### src/fifo_geom_pkg.sv
// FIFO geometry defaults
// default depth, data width and the reset values of the almost-full and
// almost-empty thresholds, used as top-level parameter defaults
package fifo_geom_pkg;

   // ------------------------------------------------------------------
   // storage geometry
   // ------------------------------------------------------------------
   localparam int DEF_DEPTH  = 16;   // entries
   localparam int DEF_DATA_W = 8;    // bits per entry

   // ------------------------------------------------------------------
   // threshold reset values
   // ------------------------------------------------------------------
   // afull asserts once the count reaches this level
   localparam int DEF_AFULL  = 12;
   // aempty asserts while the count is at or below this level
   localparam int DEF_AEMPTY = 3;

endpackage : fifo_geom_pkg

### src/fifo_reg_pkg.sv
// FIFO config register definitions
// select encoding and value width of the threshold registers
package fifo_reg_pkg;

   // ------------------------------------------------------------------
   // register select
   // ------------------------------------------------------------------
   typedef enum logic {
      REG_AFULL  = 1'b0,   // almost-full threshold
      REG_AEMPTY = 1'b1    // almost-empty threshold
   } thresh_sel_e;

   // ------------------------------------------------------------------
   // value width
   // ------------------------------------------------------------------
   // 8 bits is enough for depths up to 255
   localparam int THRESH_W = 8;

endpackage : fifo_reg_pkg

### src/fifo_flag_gen.sv
// FIFO flag generator
// qualifies write and read requests with full and empty, registers the
// level flags from the next count and raises the ack, valid and error
// strobes for one cycle
`timescale 1ns/1ps

module fifo_flag_gen #(
   parameter int DEPTH = 16
) (
   input  logic                              pos_clk,
   input  logic                              aresetn,
   input  logic                              we_i,          // write request
   input  logic                              re_i,          // read request
   input  logic [$clog2(DEPTH+1)-1:0]        count_nxt_i,   // count after this cycle
   input  logic [fifo_reg_pkg::THRESH_W-1:0] afull_thr_i,
   input  logic [fifo_reg_pkg::THRESH_W-1:0] aempty_thr_i,
   output logic                              wr_acc_o,      // accepted write
   output logic                              rd_acc_o,      // accepted read
   output logic                              full_o,
   output logic                              empty_o,
   output logic                              afull_o,
   output logic                              aempty_o,
   output logic                              wack_o,
   output logic                              dvld_o,
   output logic                              overflow_o,
   output logic                              underflow_o
);

   import fifo_reg_pkg::*;

   localparam int CNT_W = $clog2(DEPTH+1);
   // compare width wide enough for both count and threshold
   localparam int CMP_W = (CNT_W > THRESH_W) ? CNT_W : THRESH_W;

   logic [CMP_W-1:0] cnt_cmp;          // zero-extended next count
   logic [CMP_W-1:0] afull_cmp;
   logic [CMP_W-1:0] aempty_cmp;
   logic             full_nxt;
   logic             empty_nxt;
   logic             afull_nxt;
   logic             aempty_nxt;

   // ------------------------------------------------------------------
   // request qualification
   // ------------------------------------------------------------------
   // registered flags gate the requests, so a full FIFO never takes a
   // write even if a read happens in the same cycle
   assign wr_acc_o = we_i & ~full_o;
   assign rd_acc_o = re_i & ~empty_o;

   // ------------------------------------------------------------------
   // next flag values
   // ------------------------------------------------------------------
   assign cnt_cmp    = CMP_W'(count_nxt_i);
   assign afull_cmp  = CMP_W'(afull_thr_i);
   assign aempty_cmp = CMP_W'(aempty_thr_i);

   assign full_nxt   = (count_nxt_i == CNT_W'(DEPTH));
   assign empty_nxt  = (count_nxt_i == '0);
   assign afull_nxt  = (cnt_cmp >= afull_cmp);    // at or above level
   assign aempty_nxt = (cnt_cmp <= aempty_cmp);   // at or below level

   // ------------------------------------------------------------------
   // level flags
   // ------------------------------------------------------------------
   // updated every cycle, so a threshold rewrite shows up even while
   // the count stands still
   always_ff @(posedge pos_clk or negedge aresetn) begin
      if (!aresetn) begin
         full_o   <= 1'b0;
         empty_o  <= 1'b1;
         afull_o  <= 1'b0;
         aempty_o <= 1'b1;
      end else begin
         full_o   <= full_nxt;
         empty_o  <= empty_nxt;
         afull_o  <= afull_nxt;
         aempty_o <= aempty_nxt;
      end
   end

   // ------------------------------------------------------------------
   // one-cycle strobes
   // ------------------------------------------------------------------
   always_ff @(posedge pos_clk or negedge aresetn) begin
      if (!aresetn) begin
         wack_o      <= 1'b0;
         dvld_o      <= 1'b0;
         overflow_o  <= 1'b0;
         underflow_o <= 1'b0;
      end else begin
         wack_o      <= wr_acc_o;          // write landed in the RAM
         dvld_o      <= rd_acc_o;          // aligned with registered rdata
         overflow_o  <= we_i & full_o;     // rejected write
         underflow_o <= re_i & empty_o;    // rejected read
      end
   end

endmodule : fifo_flag_gen

### src/fifo_ptr_ctrl.sv
// FIFO pointer and occupancy control
// wrapping write and read addresses plus a binary occupancy count that
// rises on accepted writes and falls on accepted reads
`timescale 1ns/1ps

module fifo_ptr_ctrl #(
   parameter int DEPTH = 16
) (
   input  logic                       pos_clk,
   input  logic                       aresetn,
   input  logic                       wr_acc_i,      // accepted write
   input  logic                       rd_acc_i,      // accepted read
   output logic [$clog2(DEPTH)-1:0]   waddr_o,
   output logic [$clog2(DEPTH)-1:0]   raddr_o,
   output logic [$clog2(DEPTH+1)-1:0] count_nxt_o,   // count after this cycle
   output logic [$clog2(DEPTH+1)-1:0] count_o
);

   localparam int ADDR_W = $clog2(DEPTH);
   localparam int CNT_W  = $clog2(DEPTH+1);

   // last valid address, where both pointers wrap back to 0
   localparam logic [ADDR_W-1:0] ADDR_LAST = ADDR_W'(DEPTH-1);

   logic [ADDR_W-1:0] waddr_inc;
   logic [ADDR_W-1:0] raddr_inc;
   logic [CNT_W-1:0]  wr_step;
   logic [CNT_W-1:0]  rd_step;

   // ------------------------------------------------------------------
   // address increment with wrap
   // ------------------------------------------------------------------
   // explicit compare instead of natural rollover, so depths that are
   // not a power of two still cycle through 0..DEPTH-1
   assign waddr_inc = (waddr_o == ADDR_LAST) ? '0 : waddr_o + ADDR_W'(1);
   assign raddr_inc = (raddr_o == ADDR_LAST) ? '0 : raddr_o + ADDR_W'(1);

   // ------------------------------------------------------------------
   // write address
   // ------------------------------------------------------------------
   always_ff @(posedge pos_clk or negedge aresetn) begin
      if (!aresetn) begin
         waddr_o <= '0;
      end else if (wr_acc_i) begin
         waddr_o <= waddr_inc;
      end
   end

   // ------------------------------------------------------------------
   // read address
   // ------------------------------------------------------------------
   always_ff @(posedge pos_clk or negedge aresetn) begin
      if (!aresetn) begin
         raddr_o <= '0;
      end else if (rd_acc_i) begin
         raddr_o <= raddr_inc;
      end
   end

   // ------------------------------------------------------------------
   // occupancy count
   // ------------------------------------------------------------------
   assign wr_step = CNT_W'(wr_acc_i);
   assign rd_step = CNT_W'(rd_acc_i);

   // write plus read cancel out, count holds
   // flags accept-gated, so this never leaves 0..DEPTH
   assign count_nxt_o = count_o + wr_step - rd_step;

   always_ff @(posedge pos_clk or negedge aresetn) begin
      if (!aresetn) begin
         count_o <= '0;
      end else begin
         count_o <= count_nxt_o;
      end
   end

endmodule : fifo_ptr_ctrl

### src/fifo_ram.sv
// FIFO storage
// dual-port array, synchronous write and registered read
`timescale 1ns/1ps

module fifo_ram #(
   parameter int DEPTH  = 16,
   parameter int DATA_W = 8
) (
   input  logic                     pos_clk,
   input  logic                     we_i,       // write strobe
   input  logic [$clog2(DEPTH)-1:0] waddr_i,
   input  logic [DATA_W-1:0]        wdata_i,
   input  logic                     re_i,       // read strobe
   input  logic [$clog2(DEPTH)-1:0] raddr_i,
   output logic [DATA_W-1:0]        rdata_o     // valid the cycle after re_i
);

   logic [DATA_W-1:0] mem [DEPTH];

   // ------------------------------------------------------------------
   // write port
   // ------------------------------------------------------------------
   always_ff @(posedge pos_clk) begin
      if (we_i) begin
         mem[waddr_i] <= wdata_i;
      end
   end

   // ------------------------------------------------------------------
   // read port
   // ------------------------------------------------------------------
   // output register holds the last word between reads
   always_ff @(posedge pos_clk) begin
      if (re_i) begin
         rdata_o <= mem[raddr_i];
      end
   end

endmodule : fifo_ram

### src/fifo_sc.sv
// single-clock FIFO top level
// wires the threshold registers, flag generator, pointer control and
// storage array together
`timescale 1ns/1ps

module fifo_sc #(
   parameter int DEPTH        = fifo_geom_pkg::DEF_DEPTH,
   parameter int DATA_W       = fifo_geom_pkg::DEF_DATA_W,
   parameter int AFULL_RESET  = fifo_geom_pkg::DEF_AFULL,
   parameter int AEMPTY_RESET = fifo_geom_pkg::DEF_AEMPTY
) (
   input  logic                              pos_clk,
   input  logic                              aresetn,
   // write side
   input  logic                              we_i,
   input  logic [DATA_W-1:0]                 wdata_i,
   // read side
   input  logic                              re_i,
   output logic [DATA_W-1:0]                 rdata_o,
   output logic                              dvld_o,
   // config side
   input  logic                              cfg_we_i,
   input  fifo_reg_pkg::thresh_sel_e         cfg_sel_i,
   input  logic [fifo_reg_pkg::THRESH_W-1:0] cfg_wdata_i,
   // status
   output logic                              full_o,
   output logic                              empty_o,
   output logic                              afull_o,
   output logic                              aempty_o,
   output logic [$clog2(DEPTH+1)-1:0]        count_o,
   output logic                              wack_o,
   output logic                              overflow_o,
   output logic                              underflow_o
);

   import fifo_reg_pkg::*;

   localparam int ADDR_W = $clog2(DEPTH);
   localparam int CNT_W  = $clog2(DEPTH+1);

   logic                wr_acc;       // write taken this cycle
   logic                rd_acc;       // read taken this cycle
   logic [ADDR_W-1:0]   waddr;
   logic [ADDR_W-1:0]   raddr;
   logic [CNT_W-1:0]    count_nxt;
   logic [THRESH_W-1:0] afull_thr;
   logic [THRESH_W-1:0] aempty_thr;

   // ------------------------------------------------------------------
   // threshold registers
   // ------------------------------------------------------------------
   fifo_thresh_regs #(
      .AFULL_RESET  (AFULL_RESET),
      .AEMPTY_RESET (AEMPTY_RESET)
   ) fifo_thresh_regs_inst (
      .pos_clk      (pos_clk),
      .aresetn      (aresetn),
      .cfg_we_i     (cfg_we_i),
      .cfg_sel_i    (cfg_sel_i),
      .cfg_wdata_i  (cfg_wdata_i),
      .afull_thr_o  (afull_thr),
      .aempty_thr_o (aempty_thr)
   );

   // ------------------------------------------------------------------
   // acceptance, flags and strobes
   // ------------------------------------------------------------------
   fifo_flag_gen #(
      .DEPTH        (DEPTH)
   ) fifo_flag_gen_inst (
      .pos_clk      (pos_clk),
      .aresetn      (aresetn),
      .we_i         (we_i),
      .re_i         (re_i),
      .count_nxt_i  (count_nxt),
      .afull_thr_i  (afull_thr),
      .aempty_thr_i (aempty_thr),
      .wr_acc_o     (wr_acc),
      .rd_acc_o     (rd_acc),
      .full_o       (full_o),
      .empty_o      (empty_o),
      .afull_o      (afull_o),
      .aempty_o     (aempty_o),
      .wack_o       (wack_o),
      .dvld_o       (dvld_o),
      .overflow_o   (overflow_o),
      .underflow_o  (underflow_o)
   );

   // ------------------------------------------------------------------
   // addresses and occupancy
   // ------------------------------------------------------------------
   fifo_ptr_ctrl #(
      .DEPTH       (DEPTH)
   ) fifo_ptr_ctrl_inst (
      .pos_clk     (pos_clk),
      .aresetn     (aresetn),
      .wr_acc_i    (wr_acc),
      .rd_acc_i    (rd_acc),
      .waddr_o     (waddr),
      .raddr_o     (raddr),
      .count_nxt_o (count_nxt),
      .count_o     (count_o)
   );

   // ------------------------------------------------------------------
   // storage
   // ------------------------------------------------------------------
   fifo_ram #(
      .DEPTH   (DEPTH),
      .DATA_W  (DATA_W)
   ) fifo_ram_inst (
      .pos_clk (pos_clk),
      .we_i    (wr_acc),
      .waddr_i (waddr),
      .wdata_i (wdata_i),
      .re_i    (rd_acc),
      .raddr_i (raddr),
      .rdata_o (rdata_o)
   );

endmodule : fifo_sc

### src/fifo_thresh_regs.sv
// FIFO threshold registers
// holds the almost-full and almost-empty levels, loaded from
// parameter values on reset and rewritable through the config port
`timescale 1ns/1ps

module fifo_thresh_regs #(
   parameter int AFULL_RESET  = 12,
   parameter int AEMPTY_RESET = 3
) (
   input  logic                              pos_clk,
   input  logic                              aresetn,
   input  logic                              cfg_we_i,     // config write strobe
   input  fifo_reg_pkg::thresh_sel_e         cfg_sel_i,    // which threshold
   input  logic [fifo_reg_pkg::THRESH_W-1:0] cfg_wdata_i,
   output logic [fifo_reg_pkg::THRESH_W-1:0] afull_thr_o,
   output logic [fifo_reg_pkg::THRESH_W-1:0] aempty_thr_o
);

   import fifo_reg_pkg::*;

   // ------------------------------------------------------------------
   // reset values, sized to the register width
   // ------------------------------------------------------------------
   localparam logic [THRESH_W-1:0] AFULL_INIT  = THRESH_W'(AFULL_RESET);
   localparam logic [THRESH_W-1:0] AEMPTY_INIT = THRESH_W'(AEMPTY_RESET);

   // ------------------------------------------------------------------
   // register write
   // ------------------------------------------------------------------
   // new value is seen by the flag logic from the next cycle on
   always_ff @(posedge pos_clk or negedge aresetn) begin
      if (!aresetn) begin
         afull_thr_o  <= AFULL_INIT;
         aempty_thr_o <= AEMPTY_INIT;
      end else if (cfg_we_i) begin
         case (cfg_sel_i)
            REG_AFULL: begin
               afull_thr_o <= cfg_wdata_i;
            end
            REG_AEMPTY: begin
               aempty_thr_o <= cfg_wdata_i;
            end
         endcase
      end
   end

endmodule : fifo_thresh_regs

### config.mk
export PLATFORM = sky130hd
export DESIGN_NAME = fifo_sc
export DESIGN_NICKNAME = d
export VERILOG_FILES = /design/src/fifo_geom_pkg.sv /design/src/fifo_reg_pkg.sv /design/src/fifo_flag_gen.sv /design/src/fifo_ptr_ctrl.sv /design/src/fifo_ram.sv /design/src/fifo_sc.sv /design/src/fifo_thresh_regs.sv
export SDC_FILE = /design/constraint.sdc
export NUM_CORES = 1
export LEC_CHECK = 0
export CAP_MARGIN = 20
export CORE_MARGIN = 4
export CORE_UTILIZATION = 57
export CTS_CLUSTER_SIZE = 20
export DETAILED_ROUTE_END_ITERATION = 10
export DONT_BUFFER_PORTS = 1
export GPL_ROUTABILITY_DRIVEN = 0
export GPL_TIMING_DRIVEN = 0
export PLACE_DENSITY = 0.71
export SYNTH_ARGS = -nofsm -noshare
export SYNTH_HDL_FRONTEND = slang
export SYNTH_SLANG_ARGS = --single-unit
### constraint.sdc
create_clock -name pos_clk -period 2.7 [get_ports pos_clk]
set_input_delay 0.27 -clock pos_clk [delete_from_list [all_inputs] [get_ports pos_clk]]
set_output_delay 0.27 -clock pos_clk [all_outputs]
set_load 0.02 [all_outputs]
==> reports/metrics.cfg <==
[job]
maxCapViolCount = 0

[detailed_routing]
wl_per_cell_um = 20.9
antenna_left = 0
drcViolationCount = 0
first_pass_iters = 5
routed_wl_mm = 12.9
drt_iter0_markers = 295
viasPerCell = 5.79
via_count = 3581

[run_status]
violations = setup timing
outcome = finished with violations

[sta]
tightest_slew_ns = 0.662
grt_setup_unrepaired = yes
fmax_ghz = 0.349
setup_violations = 3
relSlewSlack = 0.557
fin_ws_ns = -0.169
finClkSkew_ns = 0.0161
slew_violations = 0
fin_crit_ns = 2.87
fin_crit_sh = 1.06
tns_ns = -0.287
hold_viol_final = 0

[placement]
placed_cells = 560
io_buffer_count = 0
hpwl_mm = 8.40

[finish]
finish.utilization = 0.682
drive_above_1_share = 0.224
final_cells = 618
nets = 480
regArea_mm2 = 0.00502
antenna_cells = 0
area_delta_synth_final_pct = 16.4
multi_input_area_mm2 = 0.00199
fillers = 780

[hold_path]
min_path_type = input port to flop

[logic_synthesis]
synth_seq_area_share = 0.710
synth_compound_area_frac = 0.0379
synth_edf_count = 136
async_flop_share = 0.214
synth-seq-cells = 173
synth-simple-area-share = 0.0517
syn-num-nets = 435
synthXorXnorAreaFrac = 0.00620
synth_top_family_by_area = multiplexers
synth_cell_types = 36
yosys_warnings = 0
synth.avg_cell_area_um2 = 18.0
synth_mux_area_frac = 0.132
netlist_area_mm2 = 0.00706
netlist_instances = 392
ys.flop_type = edfxtp_1
yosys.area_share.adder = 0.0383

[critical_path]
cp-start-kind = flop
crit_type = flop to flop
cp-end-kind = flop
path_max_fanout = 3
worst_ep_arrival_time_ns = 3.18
required_ns = 3.01

[cts]
numCtsBuffers = 17
cts.sinks = 173
cts_root_buf = clkbuf_16
clk_pin_slew_ns = 0.06
clock_path_buffers = 2
htree_levels = 4
tritoncts = done
clk_latency_ns = 0.44

[power]
leakage_nw = 2.98
pwr_density_cell_mw_per_mm2 = 1090
power.total_mw = 8.97
ir_worst_vdd_mv = 0.569

[die]
start_util = 0.585
die_h_um = 119
dieArea_mm2 = 0.0142
die_w_um = 119
rows = 40
core-area_mm2 = 0.0121
ios = 43

[global_routing]
antenna_found_initial = 0
grt_pass1_wl_mm = 20.6
grt-ovfl-total = 0
grtUsageTotal = 0.198
grt_pass1_vias = 3628
grt_max_degree = 38

==> sequential cells by signal (all words and copies together) (netlist names), 4 cells and up <==
signal and count:
fifo_ptr_ctrl_inst.count_o 5, fifo_ptr_ctrl_inst.raddr_o 4, fifo_ptr_ctrl_inst.waddr_o 4, fifo_ram_inst.mem 128
fifo_ram_inst.rdata_o 8, fifo_thresh_regs_inst.aempty_thr_o 8, fifo_thresh_regs_inst.afull_thr_o 8
==> worst paths after layout <==
kind | cells after the start | slack [ns] | start | endpoint
min in group asynchronous | 2 | 0.29 | aresetn | fifo_ptr_ctrl_inst.raddr_o[1]$_DFFE_PN0P_
worst min register to register | 1 | 0.51 | fifo_thresh_regs_inst.afull_thr_o[5]$_DFFE_PN0P_ | fifo_thresh_regs_inst.afull_thr_o[5]$_DFFE_PN0P_
worst min-delay path | 2 | 0.15 | cfg_sel_i | fifo_thresh_regs_inst.afull_thr_o[7]$_DFFE_PN0P_
worst max-delay path | 16 | -0.17 | fifo_flag_gen_inst.empty_o$_DFF_PN1_ | fifo_flag_gen_inst.afull_o$_DFF_PN0_
max in group asynchronous | 2 | 2.14 | aresetn | fifo_flag_gen_inst.aempty_o$_DFF_PN1_
worst max register to register | 16 | -0.17 | fifo_flag_gen_inst.empty_o$_DFF_PN1_ | fifo_flag_gen_inst.afull_o$_DFF_PN0_
==> layout make-up <==
class	instances	share of cell area
well taps	168	0.0256
clock buffers	17	0.0517
inverters	24	0.0119
repair buffers	26	0.0315
plain buffers	12	0.00944
multi-input cells	183	0.243
clock inverters	15	0.0170
flip-flops and latches	173	0.610
==> cell usage in the layout (no fill, tap or decap), drive strengths merged, types with 14 or more instances in the layout <==
master,synthesis,routed
mux4,32,32
dlygate4sd3,0,19
ha,20,20
clkbuf,3,20
edfxtp,136,136
nand2,23,23
a22oi,16,16
o21ai,14,14
dfrtp,31,31
inv,24,29
buf,9,16
and2,20,20
==> cell usage after synthesis (all sizes together), types with 4 or more instances <==
| library cell | count | area share |
|---|---|---|
| ha | 20 | 0.035 |
| inv | 24 | 0.013 |
| edfxtp | 136 | 0.58 |
| nand3 | 5 | 0.0035 |
| buf | 9 | 0.0094 |
| mux4 | 32 | 0.11 |
| a22oi | 16 | 0.017 |
| mux2 | 12 | 0.019 |
| o21ai | 14 | 0.0099 |
| nor2b | 5 | 0.0044 |
| dfrtp | 31 | 0.11 |
| dfstp | 6 | 0.022 |
| xnor2 | 4 | 0.0050 |
| a21o | 4 | 0.0043 |
| a21oi | 6 | 0.0043 |
| and2 | 20 | 0.018 |
| nand2 | 23 | 0.012 |
==> where the power goes <==
group	internal (mW)	switching [mW]	leakage (nW)	total (mW)
registers	3.34	0.355	1.67	3.69
logic	1.40	1.58	1.04	2.98
clock network	1.28	1.02	0.267	2.30
==> per-layer routing <==
layer / GRT usage / vias to the layer above / routed length, um
met3: 0.0432 / 22 / 724
met2: 0.319 / 111 / 6520
li1: - / 1620 / -
met5: 0 / - / 0
met1: 0.268 / 1828 / 5480
met4: 0.0773 / 0 / 213
==> stage by stage <==
| stage | setup slack [ns] | instance area (um^2) | hold WS (ns) |
|---|---|---|---|
| 2_1_floorplan | -0.125 | 7110 | -0.0256 |
| 3_3_place_gp | -0.485 | 7320 | -0.0244 |
| 3_5_place_dp | -0.516 | 7320 | -0.0240 |
| 4_1_cts | -0.140 | 8210 | 0.130 |
| 5_1_grt | -0.292 | 8220 | 0.150 |
| 6_report | -0.169 | 8220 | 0.148 |
==> critical path, stage by stage, from the launching register on <==
cell and delay, ns:
dfstp_2 0.60, nand2b_4 0.19, inv_8 0.04, ha_4 0.20
inv_2 0.06, ha_4 0.12, inv_2 0.03, fa_2 0.36
nor2b_4 0.14, o21ai_2 0.08, and3_4 0.18, nor2_4 0.12
buf_6 0.12, ha_4 0.18, and2_4 0.13, o21ai_2 0.12
o21ai_1 0.07
==> kinds of logic after synthesis <==
logic type	Yosys count
multiplexers	45
buffers and inverters	36
adder cells (fa/ha/maj)	21
AND/OR/NAND/NOR	70
flip-flops	173
XOR/XNOR	5
AO/OA/AOI/OAI	42
==> timing repair <==
item / CTS / global route
buffers inserted: 5 / 1
gates resized for setup: 13 / 2
hold endpoints to repair: 183 / 0
pin swaps: 9 / 1
endpoints found under the setup margin: 4 / 3
hold buffers: 20 / 0
Note: power is estimated with default switching activity, not from simulation.
